==> src/hw/mem_pkg.sv <==
package mem_pkg;

  // one word of data or address.
  localparam int xlen = 32;

  // tightly coupled memory geometry.
  localparam int dtim_words = 256;
  localparam int dtim_addr_bits = 8;

  // first fetch address after reset.
  localparam logic [xlen-1:0] reset_pc = 32'h0000_0080;

  // op class carried by the memory stage.
  typedef enum logic [2:0] {
    op_none,
    op_alu,
    op_load,
    op_store,
    op_fence
  } mem_op_e;

  // access width, signed and unsigned loads.
  typedef enum logic [2:0] {
    lsu_b,
    lsu_bu,
    lsu_h,
    lsu_hu,
    lsu_w
  } lsu_width_e;

  // arbiter owner state.
  typedef enum logic [1:0] {
    own_idle,
    own_mem,
    own_fetch
  } arb_owner_e;

endpackage
==> src/hw/dtim_arbiter.sv <==
`timescale 1ns/1ps

module dtim_arbiter (
  input  logic                     clock,
  input  logic                     reset,
  input  logic                     mem_valid,
  input  logic [mem_pkg::xlen-1:0] mem_addr,
  input  logic [mem_pkg::xlen-1:0] mem_wdata,
  input  logic [3:0]               mem_wstrb,
  output logic                     mem_ready,
  output logic [mem_pkg::xlen-1:0] mem_rdata,
  input  logic                     fetch_req_valid,
  input  logic [mem_pkg::xlen-1:0] fetch_req_addr,
  output logic                     fetch_req_ready,
  output logic [mem_pkg::xlen-1:0] fetch_req_rdata,
  output logic                     dtim_valid,
  output logic [mem_pkg::xlen-1:0] dtim_addr,
  output logic [mem_pkg::xlen-1:0] dtim_wdata,
  output logic [3:0]               dtim_wstrb,
  input  logic                     dtim_ready,
  input  logic [mem_pkg::xlen-1:0] dtim_rdata
);

  mem_pkg::arb_owner_e owner;
  logic                grant_mem;
  logic                grant_fetch;

  // grants only from idle, stage first.
  assign grant_mem = (owner == mem_pkg::own_idle) && mem_valid;
  assign grant_fetch = (owner == mem_pkg::own_idle) && !mem_valid && fetch_req_valid;

  assign dtim_valid = grant_mem || grant_fetch;
  assign dtim_addr = grant_mem ? mem_addr : fetch_req_addr;
  assign dtim_wdata = grant_mem ? mem_wdata : '0;
  assign dtim_wstrb = grant_mem ? mem_wstrb : 4'b0000;

  assign mem_ready = (owner == mem_pkg::own_mem) && dtim_ready;
  assign fetch_req_ready = (owner == mem_pkg::own_fetch) && dtim_ready;
  assign mem_rdata = (owner == mem_pkg::own_mem) ? dtim_rdata : '0;
  assign fetch_req_rdata = (owner == mem_pkg::own_fetch) ? dtim_rdata : '0;

  always_ff @(posedge clock) begin
    if (reset == 0) begin
      owner <= mem_pkg::own_idle;
    end else if (owner == mem_pkg::own_idle) begin
      if (grant_mem) begin
        owner <= mem_pkg::own_mem;
      end else if (grant_fetch) begin
        owner <= mem_pkg::own_fetch;
      end
    end else if (dtim_ready) begin
      owner <= mem_pkg::own_idle;
    end
  end

  one_ready: assert property (@(posedge clock) disable iff (reset == 0)
    !(mem_ready && fetch_req_ready))
    else $error("both requesters got ready");

endmodule

==> config.mk <==
export PLATFORM = sky130hd
export DESIGN_NAME = dtim_arbiter
export DESIGN_NICKNAME = d
export VERILOG_FILES = /design/src/hw/mem_pkg.sv /design/src/hw/dtim_arbiter.sv
export SDC_FILE = /design/constraint.sdc
export NUM_CORES = 1
export LEC_CHECK = 0
export BUFFER_PORTS_ARGS = -buffer_cell sky130_fd_sc_hd__buf_2
export CAP_MARGIN = 20
export CORE_AREA = 2 2 105 107
export DETAILED_ROUTE_END_ITERATION = 12
export DIE_AREA = 0 0 107 109
export GPL_ROUTABILITY_DRIVEN = 0
export PLACE_DENSITY = 0.48
export SKIP_CTS_REPAIR_TIMING = 1
export SYNTH_ARGS = -nofsm -noshare
export SYNTH_HDL_FRONTEND = slang
export SYNTH_SLANG_ARGS = --single-unit
==> constraint.sdc <==
create_clock -name clock -period 1.3 [get_ports clock]
set_clock_uncertainty 0.1 [all_clocks]
set_input_delay 0.065 -clock clock [delete_from_list [all_inputs] [get_ports clock]]
set_output_delay 0.065 -clock clock [all_outputs]
set_load 0.02 [all_outputs]
==> out/metrics.yaml <==
cp.arrival_ns: 1.54
grt_use_met3: 0.0287
avgSynthCellArea_um2: 7.57
drtPass1Iterations: 2
cp-end-kind: "output port"
die_w_um: 107
first_global_vias: 1973
critical_path_class: "flip-flop to output port"
insertion_delay_ns: 0.21
wl_um: 8540
r2r_start: "owner[1]"
largest_register_ffs: 2
timing.final.ws_setup_ns: -0.405
tritoncts: "done"
synth_top_cell_by_area: "and2_1"
ant_nets: 0
wl_per_cell_um: 14.6
area_delta_synth_final_pct: 226
r2r_setup_slack_ns: 0.13
ios: 272
grt_busiest_layer: "met2"
clkTransAtPathRegs_ns: 0.02
power.density_nw_per_um2: 539
slew-limit-headroom: 0.833
slew_viol_final: 0
netlist_instances: 159
worstRegToRegCells: 4
rsz0062_at_grt: "true"
setup_viol: 134
clock-root-buffer: "clkbuf_8"
grt_pass1_wl_um: 9380
vias: 2258
worst_pin_slew_ns: 0.247
postPlaceCellArea_um2: 2900
holdCritPathClass: "input port to flip-flop"
regMostFlops: "owner"
n_antenna_cell: 0
grt_use_met1: 0.113
p_leak_uw: 0.00219
irDropWorstVdd_v: 0.000241
multiInputGateArea_um2: 1350
dieArea_um2: 11700
ys_top_cells_by_area: "and2_1, mux2_2, buf_6"
worst_setup_path_start_kind: "flip-flop"
netlist_area_um2: 1200
fmax_mhz: 587
drc: 0
met2_usage: 0.196
maxCapViolations: 0
yosys_warnings: 0
via_per_inst: 3.87
top_regs: "owner: 2 flops"
run_status: "complete, but fails checks"
cts_buffer_depth: 2
violations: "setup timing"
rr_endpoint: "owner[1]"
core_area_um2: 10600
drive_gt1_frac: 0.899
dp_slack_ns: -0.264
htree_levels: 1
row_count: 38
fin_crit_sh: 1.31
grt_max_degree: 52
crit_fanout: 6
hold_viol: 0
post-synth-top-area-fraction: 0.530
portBuffers: 271
die_h_um: 109
clock-sinks: 2
grt-ovfl-total: 0
seq_area_um2: 42.5
syn_nets: 296
fin_crit_ns: 1.70
drt_iter0_drc: 40
crit_path_start: "owner[0]"
crit_end: "dtim_addr[21]"
ys_seq_elements: 2
nNetsFinal: 583
grt_util_all_layers: 0.105
start_util: 0.114
stdcell_area_um2: 3920
nFillCells: 1088
required_ns: 1.13
synth_cell_types: 12
dp_hpwl_um: 6330
cts_inserted_buffers: 3
antenna_found_initial: 0
ys_seq_area_frac: 0.0333
==> per-layer routing <==
layer | up-vias | routed length, um
met5 | - | 0
met4 | 0 | 102
met3 | 4 | 817
met2 | 160 | 4730
met1 | 1016 | 2880
li1 | 1078 | -
==> area by class of cell <==
cell class / count / share of cell area
Timing Repair Buffer: 295 / 0.590
Multi-Input combinational cell: 144 / 0.344
Tap cell: 140 / 0.0447
Sequential cell: 2 / 0.0109
Clock buffer: 3 / 0.0105
==> critical path, cell delays in order, from the launching register on <==
cell and delay (ns):
dfxtp_2 0.32, nor3b_4 0.23, buf_6 0.18, clkbuf_16 0.17
mux2_4 0.30, buf_6 0.13
==> synth_stat cells <==
cell      instances
and2_1          102
nor2_1            1
nor3b_4           1
and2b_1           2
nor3_1            1
nor4b_1           1
o21a_1            2
mux2_2           32
dfxtp_1           2
clkbuf_1          8
buf_6             5
nor2b_1           2
==> metrics by stage <==
stage | cells | setup TNS (ns) | util | hold WS [ns] | power, uW
floorplan | 159 | -2.66 | - | 0.0825 | 863
finish | 584 | -38.16 | 0.370 | 0.162 | 2110
CTS | 568 | -42.69 | 0.277 | -0.0201 | 1610
global placement | 565 | -11.31 | 0.273 | 0.190 | 1360
global route | 584 | -45.37 | 0.370 | 0.178 | 2230
detailed placement | 565 | -13.06 | 0.273 | 0.192 | 1370
==> power breakdown <==
| group | switching, uW | internal [uW] | total, uW |
|---|---|---|---|
| Sequential | 4.68 | 67.4 | 72.0 |
| Clock | 40.8 | 195 | 236 |
| Combinational | 784 | 1020 | 1810 |
| Total | 830 | 1290 | 2110 |
==> cells by family after synthesis <==
family,Yosys count,synth area share
compound gates,2,0.0125
buf+inv,13,0.0717
flops,2,0.0333
mux,32,0.299
simple gates,110,0.583
==> how the worst min path moves through the flow <==
stage / start / end / slack [ns] / depth (start not counted)
6_report: dtim_ready / owner[0] / 0.16 / 3
5_1_grt: dtim_ready / owner[0] / 0.18 / 3
4_1_cts: reset / owner[0] / -0.02 / 2
3_5_place_dp: reset / owner[0] / 0.19 / 2
3_3_place_gp: reset / owner[0] / 0.19 / 2
2_1_floorplan: reset / owner[0] / 0.08 / 1
==> placed cells by master, fill, tap and decap left out, types with 2 or more instances in the layout <==
cell type / Yosys / final
nor2b_1: 2 / 2
mux2_4: 0 / 30
buf_4: 0 / 46
and2_2: 0 / 10
buf_12: 0 / 4
and2_1: 102 / 37
buf_2: 0 / 155
dfxtp_2: 0 / 2
clkbuf_16: 0 / 7
o21a_1: 2 / 2
clkbuf_8: 0 / 3
buf_6: 5 / 81
and2_4: 0 / 55
mux2_2: 32 / 2
No activity file was read; power rests on OpenSTA's default activity.
