<file path="src/hw/mem_pkg.sv">
package mem_pkg;

  // one word of data or address.
  localparam int xlen = 32;

  // tightly coupled memory geometry.
  localparam int dtim_words = 256;
  localparam int dtim_addr_bits = 8;

  // first fetch address after reset.
  localparam logic [xlen-1:0] reset_pc = 32'h0000_0080;

  // op class carried by the memory stage.
  typedef enum logic [2:0] {
    op_none,
    op_alu,
    op_load,
    op_store,
    op_fence
  } mem_op_e;

  // access width, signed and unsigned loads.
  typedef enum logic [2:0] {
    lsu_b,
    lsu_bu,
    lsu_h,
    lsu_hu,
    lsu_w
  } lsu_width_e;

  // arbiter owner state.
  typedef enum logic [1:0] {
    own_idle,
    own_mem,
    own_fetch
  } arb_owner_e;

endpackage
</file>
<file path="src/hw/memory_stage.sv">
`timescale 1ns/1ps

module memory_stage (
  input  logic                     clock,
  input  logic                     reset,
  input  logic                     ex_valid,
  input  mem_pkg::mem_op_e         ex_op,
  input  mem_pkg::lsu_width_e      ex_width,
  input  logic [mem_pkg::xlen-1:0] ex_address,
  input  logic [mem_pkg::xlen-1:0] ex_sdata,
  input  logic [4:0]               ex_waddr,
  input  logic [mem_pkg::xlen-1:0] ex_wdata,
  input  logic                     clear,
  input  logic                     mem_ready,
  input  logic [mem_pkg::xlen-1:0] mem_rdata,
  output logic                     stall,
  output logic                     mem_valid,
  output logic [mem_pkg::xlen-1:0] mem_addr,
  output logic [mem_pkg::xlen-1:0] mem_wdata,
  output logic [3:0]               mem_wstrb,
  output logic                     wb_wren,
  output logic [4:0]               wb_waddr,
  output logic [mem_pkg::xlen-1:0] wb_wdata
);

  mem_pkg::mem_op_e         op_q;
  mem_pkg::mem_op_e         op_next;
  logic                     mem_op;
  logic [mem_pkg::xlen-1:0] load_result;

  load_unit load0 (
    .ldata       (mem_rdata),
    .byte_offset (ex_address[1:0]),
    .width       (ex_width),
    .result      (load_result)
  );

  assign mem_op = ex_valid && (ex_op == mem_pkg::op_load || ex_op == mem_pkg::op_store ||
                               ex_op == mem_pkg::op_fence);

  // a cleared op never reaches the memory.
  assign mem_valid = mem_op && !clear;
  assign stall = mem_op && !mem_ready && !clear;
  assign mem_addr = ex_address;

  always_comb begin
    mem_wstrb = 4'b0000;
    mem_wdata = ex_sdata;
    case (ex_width)
      mem_pkg::lsu_b, mem_pkg::lsu_bu: begin
        mem_wdata = {4{ex_sdata[7:0]}};
        mem_wstrb = 4'b0001 << ex_address[1:0];
      end
      mem_pkg::lsu_h, mem_pkg::lsu_hu: begin
        mem_wdata = {2{ex_sdata[15:0]}};
        mem_wstrb = 4'b0011 << {ex_address[1], 1'b0};
      end
      default: begin
        mem_wstrb = 4'b1111;
      end
    endcase
    // loads and fences only read.
    if (ex_op != mem_pkg::op_store) begin
      mem_wstrb = 4'b0000;
    end
  end

  // idle op when nothing completes this cycle.
  always_comb begin
    op_next = ex_op;
    if (!ex_valid || clear || stall) begin
      op_next = mem_pkg::op_none;
    end
  end

  always_ff @(posedge clock) begin
    if (reset == 0) begin
      op_q <= mem_pkg::op_none;
    end else begin
      op_q <= op_next;
    end
  end

  always_ff @(posedge clock) begin
    wb_waddr <= ex_waddr;
    wb_wdata <= (ex_op == mem_pkg::op_load) ? load_result : ex_wdata;
  end

  assign wb_wren = (op_q == mem_pkg::op_alu) || (op_q == mem_pkg::op_load);

  // a stalled op cannot write back on the next edge.
  stall_no_write: assert property (@(posedge clock) disable iff (reset == 0)
    stall |=> !wb_wren)
    else $error("write-back raised for a stalled op");

  load_no_strobe: assert property (@(posedge clock) disable iff (reset == 0)
    (mem_valid && ex_op == mem_pkg::op_load) |-> (mem_wstrb == 4'b0000))
    else $error("load issued with write strobes");

endmodule

</file>
<file path="src/hw/load_unit.sv">
`timescale 1ns/1ps

module load_unit (
  input  logic [mem_pkg::xlen-1:0] ldata,
  input  logic [1:0]               byte_offset,
  input  mem_pkg::lsu_width_e      width,
  output logic [mem_pkg::xlen-1:0] result
);

  logic [mem_pkg::xlen-1:0] byte_word;
  logic [mem_pkg::xlen-1:0] half_word;

  // move the addressed lane down to bit 0.
  assign byte_word = ldata >> {byte_offset, 3'b000};
  assign half_word = ldata >> {byte_offset[1], 4'b0000};

  always_comb begin
    case (width)
      mem_pkg::lsu_b: begin
        result = {{(mem_pkg::xlen-8){byte_word[7]}}, byte_word[7:0]};
      end
      mem_pkg::lsu_bu: begin
        result = {{(mem_pkg::xlen-8){1'b0}}, byte_word[7:0]};
      end
      mem_pkg::lsu_h: begin
        result = {{(mem_pkg::xlen-16){half_word[15]}}, half_word[15:0]};
      end
      mem_pkg::lsu_hu: begin
        result = {{(mem_pkg::xlen-16){1'b0}}, half_word[15:0]};
      end
      default: begin
        result = ldata;
      end
    endcase
  end

endmodule

</file>
<file path="config.mk">
export PLATFORM = sky130hd
export DESIGN_NAME = memory_stage
export DESIGN_NICKNAME = d
export VERILOG_FILES = /design/src/hw/mem_pkg.sv /design/src/hw/memory_stage.sv /design/src/hw/load_unit.sv
export SDC_FILE = /design/constraint.sdc
export NUM_CORES = 1
export LEC_CHECK = 0
export BUFFER_PORTS_ARGS = -buffer_cell sky130_fd_sc_hd__buf_2
export CAP_MARGIN = 20
export CORE_ASPECT_RATIO = 1.5
export CORE_MARGIN = 8
export CORE_UTILIZATION = 25
export DETAILED_ROUTE_END_ITERATION = 7
export MAX_ROUTING_LAYER = met4
export PLACE_DENSITY = 0.57
export SLEW_MARGIN = 20
export SYNTH_ARGS = -nofsm -noshare
export SYNTH_HDL_FRONTEND = slang
export SYNTH_HIERARCHICAL = 1
export SYNTH_SLANG_ARGS = --single-unit
</file>
<file path="constraint.sdc">
create_clock -name clock -period 4.5 [get_ports clock]
set_input_delay 0.9 -clock clock [delete_from_list [all_inputs] [get_ports clock]]
set_output_delay 0.9 -clock clock [all_outputs]
set_load 0.05 [all_outputs]
</file>
==> key figures <==
Floorplanning
  – Die H: 147.4 um
  – Die width: 103.6 um
  – Io pins: 252
  – # rows: 48
  – Core area: 0.01135 sq mm
  – Starting Density: 25.34%
  – Die area: 0.01527 sq mm

CTS
  – CTS Hold Bufs: 0
  – TritonCTS sink count: 40
  – Clock buffer depth: 2
  – Post-CTS Setup Bufs: 0
  – CTS clk-pin slew, worst paths: 60 ps
  – CTS buffer count: 5
  – H-tree depth: 2
  – TritonCTS clock tree: done
  – # resized after CTS: 0
  – CTS root buffer: clkbuf_16

Power and ir drop
  – Cell Pwr Density: 332.5 mW/mm^2
  – Comb pwr share: 36.7%
  – Pint: 788.1 uW
  – Worst VDD drop: 0.0001288 V
  – Leak: 0.001959 uW
  – Clock Power Share: 32.6%
  – Net Sw Frac: 37.01%
  – Sequential share of power: 30.7%
  – Sw Pwr: 463.0 uW

Hold path
  – HP Class: in2reg
  – Min-delay src: ex_waddr[0]

Synthesis
  – #FFs+latches synth: 40
  – Synth warn: 6
  – Largest cells by area after synthesis: dfxtp_1 28%, mux2_4 17%, buf_4 11%
  – Syn Nets: 450
  – Largest area contributor in the netlist: dfxtp_1
  – Seq/Total Area, Yosys: 27.84%
  – Post-synthesis cell count: 306
  – Mapped Avg Cell Area: 9.400 sq um
  – Post-synthesis cell type count: 35
  – Synthesized cell area: 0.002877 sq mm
  – Top-area cell type share of the netlist area: 27.84%

Global route
  – First-pass GRT wire length: 18310 um
  – Largest net degree at the start of global routing: 48
  – Overflow after GRT: 0
  – Antenna violations before repair: 1
  – Total track usage: 16.30%
  – Number of global-route vias before repair: 2940

STA
  – Peak Freq: 306.9 MHz
  – Final setup TNS: 0 ps
  – RSZ-0062 raised after global routing: false
  – Final min period: 3259 ps
  – Rel. slew slack: 41.27%
  – Fin. max-slew vios: 0
  – Slew @ Worst Pin: 881.0 ps
  – Count of final setup violators: 0
  – Final Hold Vio Count: 0
  – Period utilization: 72.42%

Placement
  – Buffers added on ports: 191
  – DP HPWL: 10710 um
  – GPL Wtd Cong: 0.7849

Worst setup path
  – CP startpoint kind: input port
  – WP data arrival: 2360 ps
  – Critical Path Fanout Max: 47
  – WS Path Type: in2out
  – Crit path launch: ex_width[2]
  – Crit path capture type: output pin
  – CP required: 3600 ps

Drt
  – Antenna-violating nets left: 0
  – Drt wl/cell: 20.85 um
  – Drt pass-1 iters: 5
  – DR iter-0 viols: 73
  – Vias post-DR: 2719
  – Wirelength, routed: 12550 um
  – Via-to-Cell Ratio: 4.517
  – Drt drc: 0

Outcome
  – Outcome: complete, no violations

Cells and area
  – Final core utilization: 33.15%
  – Area grow syn2layout: 30.80%
  – Layout cells sized above 1: 58.76%
  – Net count, final: 594

Run
  – Max Cap Viol: 0
-- worst paths after layout --
kind / endpoint / slack [ps] / depth (start not counted)
worst min-delay path: wb_waddr[0]$_DFF_P_ / 710 / 1
worst max-delay path: mem_wdata[28] / 1240 / 5
-- power by group through the flow --
stage	Clock, uW	Combinational (uW)	Sequential, uW
after global placement	0	461	393
after detailed placement	0	464	393
final	408	459	385
after global routing	430	486	387
after CTS	418	465	385
after floorplan	0	308	482
-- placed cells by master, fill, tap and decap left out, types with 2 or more instances in the layout --
cell type,n
o21ai_0,22
clkbuf_16,5
dfxtp_1,40
mux2i_1,12
a22oi_1,5
nand2b_1,3
buf_2,191
nor2_1,21
mux2_2,22
inv_1,3
mux2_4,32
nor2b_1,4
a22o_1,7
buf_4,2
a21oi_1,10
nand2_1,51
nand2b_4,2
-- worst max-delay path: stages --
cell and delay, ps:
buf_2 650, buf_4 300, nand2_1 70, o21ai_0 90
buf_2 310
-- cell type report --
cell class              count  area (sq um)
fillers                  1227          7589
multi-input cells         206          1618
repair buffers            193         970.9
flip-flops and latches     40         800.8
well taps                 150         187.7
clock buffers               5         125.1
clock inverters             3         42.54
inverters                   4         15.01
diodes                      1         2.502
-- cell usage after synthesis (all sizes together) --
cell type,number
nor3b,1
xnor2,1
and2b,1
a31oi,1
nand3b,1
o31ai,1
nand2,51
a22o,7
nor4,1
a22oi,5
dfxtp,40
o211ai,1
o2bb2ai,1
nand2b,5
nor2,23
mux2i,12
mux2,54
nor3,1
o21ai,23
inv,4
clkbuf,3
nor2b,5
buf,53
a21oi,11
-- stage by stage --
| stage | area (sq um) | worst slack [ps] | power, uW | instances | hold WS, ps |
|---|---|---|---|---|---|
| global route | 3762 | 1113 | 1303 | 602 | 707.7 |
| floorplan | 2877 | 1249 | 790.7 | 306 | 927.7 |
| finish | 3762 | 1241 | 1251 | 602 | 712.7 |
| detailed placement | 3592 | 1214 | 856.7 | 593 | 1005 |
| global placement | 3592 | 1263 | 854.0 | 593 | 1003 |
| CTS | 3760 | 1220 | 1267 | 601 | 707.7 |
-- per-layer routing --
layer	up-vias	part of all wire (%)	GRT usage, %
met4	0	4.1	8.782
met2	149	48	26.92
met1	1233	39	17.39
met3	47	8.7	4.532
li1	1290	-	-
met5	-	0	-
-- kinds of logic (layout without fill, tap and decap cells) --
| family | count (synthesis) | in the layout | synth area share, % |
|---|---|---|---|
| AND/OR/NAND/NOR | 89 | 89 | 15.01 |
| buffers and inverters | 60 | 205 | 15.92 |
| XOR/XNOR | 1 | 1 | 0.3045 |
| flip-flops | 40 | 40 | 27.84 |
| multiplexers | 66 | 66 | 29.49 |
| AO/OA/AOI/OAI | 50 | 50 | 11.44 |
| other | 0 | 1 | 0 |
-- state kept, by name, summed over array words and instances (netlist names) --
register  cells
op_q          3
wb_waddr      5
wb_wdata     32
Power figures use the tool's default switching activity.
