## config.mk

```make
export PLATFORM = sky130hd
export DESIGN_NAME = fetch_port
export DESIGN_NICKNAME = d
export VERILOG_FILES = /design/src/hw/mem_pkg.sv /design/src/hw/fetch_port.sv
export SDC_FILE = /design/constraint.sdc
export NUM_CORES = 1
export LEC_CHECK = 0
export BUFFER_PORTS_ARGS = -buffer_cell sky130_fd_sc_hd__buf_2
export CORE_MARGIN = 8
export CORE_UTILIZATION = 35
export CTS_BUF_LIST = sky130_fd_sc_hd__clkbuf_2
export DETAILED_ROUTE_END_ITERATION = 12
export GPL_ROUTABILITY_DRIVEN = 0
export PLACE_DENSITY = 0.62
export SLEW_MARGIN = 20
export SYNTH_ARGS = -nofsm -noshare
export SYNTH_HDL_FRONTEND = slang
export SYNTH_SLANG_ARGS = --single-unit
```

## constraint.sdc

```tcl
create_clock -name clock -period 4.7 [get_ports clock]
set_input_delay 0.235 -clock clock [delete_from_list [all_inputs] [get_ports clock]]
set_output_delay 0.235 -clock clock [all_outputs]
set_load 0.05 [all_outputs]
```

## src/hw/mem_pkg.sv

```systemverilog
package mem_pkg;

  // one word of data or address.
  localparam int xlen = 32;

  // tightly coupled memory geometry.
  localparam int dtim_words = 256;
  localparam int dtim_addr_bits = 8;

  // first fetch address after reset.
  localparam logic [xlen-1:0] reset_pc = 32'h0000_0080;

  // op class carried by the memory stage.
  typedef enum logic [2:0] {
    op_none,
    op_alu,
    op_load,
    op_store,
    op_fence
  } mem_op_e;

  // access width, signed and unsigned loads.
  typedef enum logic [2:0] {
    lsu_b,
    lsu_bu,
    lsu_h,
    lsu_hu,
    lsu_w
  } lsu_width_e;

  // arbiter owner state.
  typedef enum logic [1:0] {
    own_idle,
    own_mem,
    own_fetch
  } arb_owner_e;

endpackage
```

## src/hw/fetch_port.sv

```systemverilog
`timescale 1ns/1ps

module fetch_port (
  input  logic                     clock,
  input  logic                     reset,
  input  logic                     fetch_enable,
  input  logic                     fetch_req_ready,
  input  logic [mem_pkg::xlen-1:0] fetch_req_rdata,
  output logic                     fetch_req_valid,
  output logic [mem_pkg::xlen-1:0] fetch_req_addr,
  output logic                     fetch_valid,
  output logic [mem_pkg::xlen-1:0] fetch_pc,
  output logic [mem_pkg::xlen-1:0] fetch_instr
);

  // request stays up until its ready, even if enable drops.
  always_ff @(posedge clock) begin
    if (reset == 0) begin
      fetch_req_valid <= 1'b0;
      fetch_req_addr <= mem_pkg::reset_pc;
      fetch_valid <= 1'b0;
    end else begin
      fetch_valid <= 1'b0;
      if (fetch_req_valid && fetch_req_ready) begin
        fetch_req_valid <= fetch_enable;
        fetch_req_addr <= fetch_req_addr + 4;
        fetch_valid <= 1'b1;
      end else if (!fetch_req_valid) begin
        fetch_req_valid <= fetch_enable;
      end
    end
  end

  always_ff @(posedge clock) begin
    if (fetch_req_valid && fetch_req_ready) begin
      fetch_pc <= fetch_req_addr;
      fetch_instr <= fetch_req_rdata;
    end
  end

  addr_held: assert property (@(posedge clock) disable iff (reset == 0)
    (fetch_req_valid && !fetch_req_ready) |=> $stable(fetch_req_addr))
    else $error("fetch address moved while waiting");

endmodule

```

==> impl_metrics.env, run 1 <==
export IMPL_status="complete, no violations"
export IMPL_start_util_pct=35.28
export IMPL_yosysTopAreaCell="edfxtp_1"
export IMPL_fin_nets=448
export IMPL_cp_arrival_ns=2.73
export IMPL_synthesis_area_sq_um=3384
export IMPL_worst_skew_pair_late_latency_ns=0.55
export IMPL_num_vias=2663
export IMPL_drc=0
export IMPL_setup_viol=0
export IMPL_die_x_um=114.3
export IMPL_ios=134
export IMPL_drt_iter0_markers=228
export IMPL_drt_pre_antenna_iters=4
export IMPL_num_fill_cells=857
export IMPL_synth_seq_area_share_pct=73.94
export IMPL_dpl_hpwl_um=6124
export IMPL_grt_max_degree=36
export IMPL_die_area_sq_um=13070
export IMPL_multiInputGateArea_sq_um=812.0
export IMPL_num_rows=36
export IMPL_cp_top_family="simple AND/OR/NAND/NOR gates"
export IMPL_clockRootBuffer="clkbuf_2"
export IMPL_cp_cell_sequence="ha_1 -> nand3_4 -> or4_1 -> or4_1 -> a21oi_1"
export IMPL_synth_area_per_cell_sq_um=13.93
export IMPL_grt_total_usage_pct=13.35
export IMPL_cp_end_kind="flip-flop"
export IMPL_io_buffers=129
export IMPL_avgRoutedWirePerCell_um=15.83
export IMPL_period_minus_slack_ns=2.276
export IMPL_final_common_cell="buf_2"
export IMPL_cts_tree="built"
export IMPL_yosysWarnings=0
export IMPL_grt_overflow=0
export IMPL_core_area_sq_um=9594
export IMPL_hold_violations=0
export IMPL_r2r_start="fetch_req_addr[2]"
export IMPL_path_max_fanout=10
export IMPL_syn_to_final_growth_pct=36.52
export IMPL_holdCritPathClass="input port to flip-flop"
export IMPL_finalPower_mw=1.403
export IMPL_crit_slowest_cell="or4_1"
export IMPL_slowest_delay_ns=0.68
export IMPL_wirelength_um=8693
export IMPL_crit_top_cell="or4_1"
export IMPL_min_delay_path_depth=2
export IMPL_antenna_found_initial=0
export IMPL_cts_buffers=9
export IMPL_synth_distinct_cells=29
export IMPL_async_reset_ff_share_pct=0
export IMPL_min_delay_start="fetch_req_rdata[19]"
export IMPL_r2r_worst_path_cells=5
export IMPL_max_freq_ghz=0.4394
export IMPL_finalMaxSlewViolations=0
export IMPL_vdd_ir_drop_max_mv=0.1005
export IMPL_fin_worst_skew_ns=0.03569
export IMPL_leakagePower_nw=1.869
export IMPL_crit_start="fetch_req_addr[2]"
export IMPL_ys_ff_latch=94
export IMPL_final_antenna_net_count=0
export IMPL_post_cts_resized=0
export IMPL_rsz0062_at_grt="no"
export IMPL_relSlewSlack_pct=33.00
export IMPL_crit_type="flip-flop to flip-flop"
export IMPL_crit_buf_inv=0
export IMPL_clock_sinks=94
export IMPL_crit_cells=5
export IMPL_via_per_inst=4.851
export IMPL_grt_pass1_wl_um=13640
export IMPL_first_global_vias=2588
export IMPL_drive_gt1_share_pct=36.54
export IMPL_clock_path_buffers=2
export IMPL_synth_top_cell_area_share_pct=55.01
export IMPL_mostFrequentLayoutCells="buf_2, edfxtp_1, dlygate4sd3_1"
export IMPL_fin_crit_sh_pct=48.43
export IMPL_clk_pin_slew_ns=0.24
export IMPL_cp_required_ns=5.16
export IMPL_fin_tns_setup_ns=0
export IMPL_start_kind="flip-flop"
export IMPL_cap_violations=0
export IMPL_htreeDepth=3
export IMPL_synth_edff_count=62
export IMPL_ys_flop_type="edfxtp_1"
export IMPL_worstMarginPinSlew_ns=1.004
export IMPL_syn_inst=243
export IMPL_die_h_um=114.3
export IMPL_power_density_nw_per_um2=303.6
export IMPL_cts_setup_buffers=0
export IMPL_netlist_top_cells_area="edfxtp_1, dfxtp_1, or4_1"
export IMPL_num_antenna_cells=0
export IMPL_seq_area_sq_um=2502
[final timing paths]
check / to / slack (ns)
setup / recovery: fetch_req_addr[24] / 2.42
hold reg to reg: fetch_pc[31] / 0.48
hold / removal: fetch_instr[19] / 0.39
setup reg to reg: fetch_req_addr[24] / 2.42
[metal layers]
layer  part of all wire (%)  wire length [um]  track usage, %  vias up
li1                       -                 -               -     1249
met1                     42              3662           15.61     1290
met2                     46              4023           20.90      110
met3                     10               873           5.538       14
met4                    1.5               133           6.211        0
met5                      0                 0               0        -
[what timing repair did]
| item | in CTS | in global routing |
|---|---|---|
| setup endpoints to repair | 0 | 0 |
| endpoints found under the hold margin | 35 | 0 |
| hold buffers | 36 | 0 |
[area by class of cell]
cell class,instances,area share [%]
repair buffers,166,21.93
inverters,5,0.4062
clock inverters,4,1.029
flip-flops and latches,94,54.16
multi-input cells,135,17.57
well taps,133,3.601
clock buffers,12,1.300
[logic make-up (layout without fill, tap and decap cells)]
family	after synthesis	count (layout)	share of synthesized area, %
XOR/XNOR	10	10	2.588
AO/OA/AOI/OAI	40	40	6.728
flip-flops	94	94	73.94
buffers and inverters	17	187	2.403
other	1	4	0.1108
AND/OR/NAND/NOR	80	80	13.86
adder cells (fa/ha/maj)	1	1	0.3696
[cells in the mapped netlist (all sizes together) (2+ instances only)]
cell type / count
nand4: 8
xnor2: 3
clkbuf: 7
dfxtp: 32
xor2: 7
nand2: 16
a21oi: 21
o31ai: 11
edfxtp: 62
nor2: 11
nand3: 9
buf: 5
o21ai: 8
or3: 10
or4: 16
and4: 3
and2: 2
nor3: 3
inv: 5
[per-stage QoR]
step           area (sq um)  hold WS [ns]  setup slack [ns]  util, %  cells
6_report               4621        0.3921             2.424    48.16    549
2_1_floorplan          3396        0.2969             2.086        -    246
4_1_cts                4621        0.3526             2.408    48.16    549
3_3_place_gp           4153        0.4116             2.571    43.28    497
3_5_place_dp           4153        0.4133             2.491    43.28    497
5_1_grt                4621        0.3198             2.264    48.16    549
[sequential cells by signal, indices dropped and copies added, names as in the netlist]
name / flops
fetch_req_addr: 30
fetch_req_valid: 1
fetch_pc: 30
fetch_instr: 32
fetch_valid: 1
[power by group]
group,internal (mW),switching (mW)
combinational,0.0401,0.0826
sequential,0.895,0.00532
clock,0.128,0.252
Note: power is estimated with default switching activity, not from simulation.
==> run 2: changes to the inputs <==
Settings changed: ABC_AREA set to 1, PLACE_DENSITY 0.62 to 0.64.
Clock period 4.7 ns to 2 ns, I/O delays scaled along.
==> impl_metrics.env, run 2 <==
export IMPL_crit_cells=4
export IMPL_r2r_start="fetch_req_valid"
export IMPL_regMostFlops="fetch_instr"
export IMPL_cap_violations=0
export IMPL_cp_arrival_ns=1.99
export IMPL_crit_slowest_cell="dlygate4sd3_1"
export IMPL_crit_buf_inv=1
export IMPL_synth_edff_count=62
export IMPL_power_density_nw_per_um2=738.1
export IMPL_yosysWarnings=0
export IMPL_hold_violations=0
export IMPL_synth_top_cell_area_share_pct=52.54
export IMPL_slowest_delay_ns=0.56
export IMPL_synthesis_area_sq_um=3543
export IMPL_num_fill_cells=896
export IMPL_grt_total_usage_pct=12.67
export IMPL_ys_flop_type="edfxtp_1"
export IMPL_dpl_hpwl_um=6201
export IMPL_die_area_sq_um=13600
export IMPL_die_h_um=116.6
export IMPL_path_max_fanout=10
export IMPL_synth_seq_area_share_pct=70.62
export IMPL_fin_tns_setup_ns=0
export IMPL_largest_reg_flops=32
export IMPL_antenna_found_initial=1
export IMPL_fin_nets=521
export IMPL_clk_pin_slew_ns=0.24
export IMPL_avgRoutedWirePerCell_um=13.71
export IMPL_crit_path_end="fetch_req_valid"
export IMPL_vdd_ir_drop_max_mv=0.2633
export IMPL_clock_path_buffers=2
export IMPL_max_freq_ghz=0.6553
export IMPL_netlist_top_cells_area="edfxtp_1, dfxtp_1, nand2_1"
export IMPL_worst_skew_pair_late_latency_ns=0.55
export IMPL_synth_distinct_cells=28
export IMPL_clockRootBuffer="clkbuf_2"
export IMPL_r2r_setup_slack_ns=0.47
export IMPL_grt_max_degree=42
export IMPL_num_rows=36
export IMPL_drt_iter0_markers=177
export IMPL_ios=134
export IMPL_num_vias=2724
export IMPL_worst_slack_ns=0.4739
export IMPL_ys_ff_latch=94
export IMPL_io_buffers=129
export IMPL_start_kind="flip-flop"
export IMPL_cts_tree="built"
export IMPL_dp_worst_setup_slack_ns=0.4823
export IMPL_fin_worst_skew_ns=0.02273
export IMPL_yosysTopAreaCell="edfxtp_1"
export IMPL_syn_inst=309
export IMPL_drive_gt1_share_pct=34.15
export IMPL_finalMaxSlewViolations=0
export IMPL_cp_required_ns=2.47
export IMPL_synth_area_per_cell_sq_um=11.47
export IMPL_rsz0062_at_grt="no"
export IMPL_cp_end_kind="flip-flop"
export IMPL_drc=0
export IMPL_via_per_inst=4.372
export IMPL_final_antenna_net_count=0
export IMPL_async_reset_ff_share_pct=0
export IMPL_r2r_worst_path_cells=4
export IMPL_reg2reg_to="fetch_req_valid"
export IMPL_mostFrequentLayoutCells="buf_2, edfxtp_1, nand2_1"
export IMPL_crit_start="fetch_req_valid"
export IMPL_setup_viol=0
export IMPL_cts_setup_buffers=0
export IMPL_status="complete, no violations"
export IMPL_crit_type="flip-flop to flip-flop"
export IMPL_die_x_um=116.6
export IMPL_core_area_sq_um=9819
export IMPL_synth_most_common_cell="edfxtp_1"
export IMPL_cp_top_family="buffers and inverters"
export IMPL_first_global_vias=2677
export IMPL_min_delay_path_depth=2
export IMPL_holdCritPathClass="input port to flip-flop"
export IMPL_cp_cell_sequence="nand2_2 -> a21oi_1 -> nor2_1 -> dlygate4sd3_1"
export IMPL_leakagePower_nw=1.953
export IMPL_drt_pre_antenna_iters=4
export IMPL_grt_overflow=0
export IMPL_final_common_cell="buf_2"
export IMPL_start_util_pct=36.09
export IMPL_yosys_top_cells_count="edfxtp_1, nand2_1, nor2_1"
export IMPL_grt_pass1_wl_um=13230
export IMPL_fin_crit_sh_pct=76.30
export IMPL_cts_buffers=9
export IMPL_period_minus_slack_ns=1.526
export IMPL_htreeDepth=3
export IMPL_reg_top3="fetch_instr (32), fetch_pc (30), fetch_req_addr (30)"
export IMPL_syn_to_final_growth_pct=36.97
export IMPL_clock_sinks=94
export IMPL_wirelength_um=8544
run 2: logic make-up after synthesis:
logic type / Yosys count / share of synthesized area (%)
AND/OR/NAND/NOR: 148 / 19.81
AO/OA/AOI/OAI: 30 / 4.414
flip-flops: 94 / 70.62
buffers and inverters: 33 / 4.202
other: 1 / 0.1058
adder cells (fa/ha/maj): 1 / 0.3531
XOR/XNOR: 2 / 0.4944
run 2: final cells by class:
type | count | area, sq um | share of cell area, %
timing repair buffer | 167 | 1033 | 21.29
sequential | 94 | 2502 | 51.56
inverter | 27 | 108.9 | 2.243
antenna | 1 | 2.502 | 0.05156
multi-input combinational | 185 | 903.4 | 18.61
clock buffer | 10 | 50.05 | 1.031
clock inverter | 6 | 86.33 | 1.779
tap | 133 | 166.4 | 3.429
run 2: stage by stage:
stage / hold slack (ns) / std cells / total power [mW] / instance area [sq um] / util [%]
2_1_floorplan: 0.1989 / 312 / 2.428 / 3562 / -
3_3_place_gp: 0.2764 / 570 / 2.519 / 4354 / 44.34
3_5_place_dp: 0.2782 / 570 / 2.525 / 4354 / 44.34
4_1_cts: 0.1831 / 622 / 3.624 / 4851 / 49.40
5_1_grt: 0.1877 / 623 / 3.717 / 4853 / 49.43
6_report: 0.2382 / 623 / 3.582 / 4853 / 49.43
run 2: power by group:
part           total, mW  switching, mW  internal, mW  leakage (nW)
Clock               1.05          0.632         0.416        0.0819
Combinational      0.397          0.280         0.117          1.05
Sequential          2.14         0.0153          2.12         0.819
Total               3.58          0.927          2.65          1.95
run 2: per-layer routing:
layer	track usage [%]	wire, um
met3	3.051	773
met5	0	0
met1	15.11	3610
met4	7.423	156
met2	20.49	4004
run 2: how the worst min path moves through the flow:
stage                        start              end  slack (ns)
4_1_cts        fetch_req_rdata[24]  fetch_instr[24]        0.18
5_1_grt        fetch_req_rdata[13]  fetch_instr[13]        0.19
3_5_place_dp   fetch_req_rdata[20]  fetch_instr[20]        0.28
2_1_floorplan   fetch_req_rdata[0]   fetch_instr[0]        0.20
6_report       fetch_req_rdata[13]  fetch_instr[13]        0.24
3_3_place_gp   fetch_req_rdata[17]  fetch_instr[17]        0.28
run 2: worst register-to-register path, stage by stage, from the launching register on:
cell and delay, ns:
dfxtp_1 0.43, nand2_2 0.22, a21oi_1 0.20, nor2_1 0.05
dlygate4sd3_1 0.56
run 2: what timing repair did:
| action | CTS | global route |
|---|---|---|
| hold buffers | 36 | 0 |
| endpoints found under the hold margin | 62 | 0 |
| resized for setup | 0 | 0 |
==> run 3: changes to the inputs <==
Settings changed: PLACE_DENSITY 0.64 to 0.61.
Clock period 2 ns to 1.6 ns, I/O delays scaled along.
==> impl_metrics.env, run 3 (synthesis results as in run 2) <==
export IMPL_grt_overflow=0
export IMPL_final_antenna_net_count=0
export IMPL_period_minus_slack_ns=1.486
export IMPL_num_rows=36
export IMPL_final_util_pct=49.77
export IMPL_antenna_found_initial=1
export IMPL_hold_violations=0
export IMPL_clock_path_buffers=2
export IMPL_fin_nets=523
export IMPL_mostFrequentLayoutCells="buf_2, edfxtp_1, nand2_1"
export IMPL_multiInputGateArea_sq_um=908.4
export IMPL_cp_end_kind="flip-flop"
export IMPL_leakagePower_nw=1.974
export IMPL_setup_viol=0
export IMPL_syn_to_final_growth_pct=37.92
export IMPL_clockRootBuffer="clkbuf_2"
export IMPL_die_area_sq_um=13600
export IMPL_largest_reg_flops=32
export IMPL_crit_type="flip-flop to flip-flop"
export IMPL_seq_area_sq_um=2515
export IMPL_final_common_cell="buf_2"
export IMPL_drt_iter0_markers=137
export IMPL_grt_pass1_wl_um=13920
export IMPL_clk_pin_slew_ns=0.24
export IMPL_crit_buf_inv=0
export IMPL_holdCritPathClass="input port to flip-flop"
export IMPL_clock_sinks=94
export IMPL_start_kind="flip-flop"
export IMPL_worst_skew_pair_late_latency_ns=0.54
export IMPL_fin_crit_sh_pct=92.89
export IMPL_grt_max_degree=40
export IMPL_min_delay_start="fetch_req_rdata[12]"
export IMPL_core_area_sq_um=9819
export IMPL_drt_pre_antenna_iters=4
export IMPL_htreeDepth=3
export IMPL_cp_required_ns=2.10
export IMPL_regMostFlops="fetch_instr"
export IMPL_ios=134
export IMPL_worst_hold_slack_ns=0.2378
export IMPL_cp_top_family="simple AND/OR/NAND/NOR gates"
export IMPL_drive_gt1_share_pct=36.46
export IMPL_num_fill_cells=885
export IMPL_wirelength_um=9311
export IMPL_vdd_ir_drop_max_mv=0.3942
export IMPL_fin_worst_skew_ns=0.01691
export IMPL_status="complete, no violations"
export IMPL_cp_cell_sequence="ha_1 -> nand3_2 -> nor2_4 -> nand3_4 -> nor2_4 -> nand2_2 -> nand2_1 -> nand2_1 -> nor2_1"
export IMPL_die_h_um=116.6
export IMPL_cts_setup_buffers=0
export IMPL_first_global_vias=2712
export IMPL_io_buffers=129
export IMPL_cts_tree="built"
export IMPL_cts_buffers=9
export IMPL_finalMaxSlewViolations=0
export IMPL_cp_arrival_ns=1.98
export IMPL_r2r_start="fetch_req_addr[3]"
export IMPL_path_max_fanout=6
export IMPL_start_util_pct=36.09
export IMPL_crit_slowest_cell="dfxtp_2"
export IMPL_power_density_nw_per_um2=911.6
export IMPL_worst_slack_ns=0.1138
export IMPL_dp_worst_setup_slack_ns=0.1371
export IMPL_max_freq_ghz=0.6728
export IMPL_crit_start="fetch_req_addr[3]"
export IMPL_num_vias=2787
export IMPL_layout_cells_non_filler=625
export IMPL_avgRoutedWirePerCell_um=14.90
export IMPL_placedCellCount=572
export IMPL_drc=0
export IMPL_grt_total_usage_pct=13.52
export IMPL_finalPower_mw=4.455
export IMPL_dpl_hpwl_um=6511
export IMPL_reg_top3="fetch_instr (32), fetch_pc (30), fetch_req_addr (30)"
export IMPL_die_x_um=116.6
export IMPL_slowest_delay_ns=0.43
export IMPL_cap_violations=0
export IMPL_via_per_inst=4.459
run 3: cell types whose count changed in the layout (fill, tap and decap cells not counted), moves of 2 or more:
cell	change
dfxtp_1	-10
dfxtp_2	+10
clkbuf_2	+2
buf_4	+2
run 3: final cells by class:
type | instances | area share (%)
Sequential cell | 94 | 51.46
Clock buffer | 12 | 1.229
Clock inverter | 4 | 1.485
Tap cell | 133 | 3.405
Timing Repair Buffer | 169 | 21.45
Multi-Input combinational cell | 185 | 18.59
Antenna cell | 1 | 0.05120
Inverter | 27 | 2.330
run 3: per-layer routing:
layer | GRT usage (%) | vias to the layer above | routed length [um]
met5 | 0 | - | 0
met4 | 6.741 | 0 | 154
met3 | 4.447 | 11 | 1009
met1 | 15.19 | 1272 | 3820
met2 | 22.65 | 118 | 4327
li1 | - | 1386 | -
run 3: power by group:
part	internal (mW)	switching (mW)
Combinational	0.147	0.358
Sequential	2.65	0.0212
Clock	0.534	0.742
Total	3.33	1.12
run 3: repair_timing:
| item | in CTS | in global routing |
|---|---|---|
| resized for setup | 0 | 5 |
| setup endpoints to repair | 0 | 3 |
| hold buffers | 36 | 0 |
| hold endpoints to repair | 62 | 0 |
run 3: metrics by stage:
stage,area [sq um],TNS [ns]
after global placement,4385,0
after global routing,4887,-0.002207
final,4887,0
after floorplan,3578,0
after CTS,4878,0
after detailed placement,4385,0
run 3: path summary, 6_finish.rpt:
path	endpoint	slack [ns]	depth (start not counted)
min reg2reg	fetch_pc[2]	0.51	0
min	fetch_instr[12]	0.24	2
max reg2reg	fetch_req_addr[28]	0.11	9
max	fetch_req_addr[28]	0.11	9
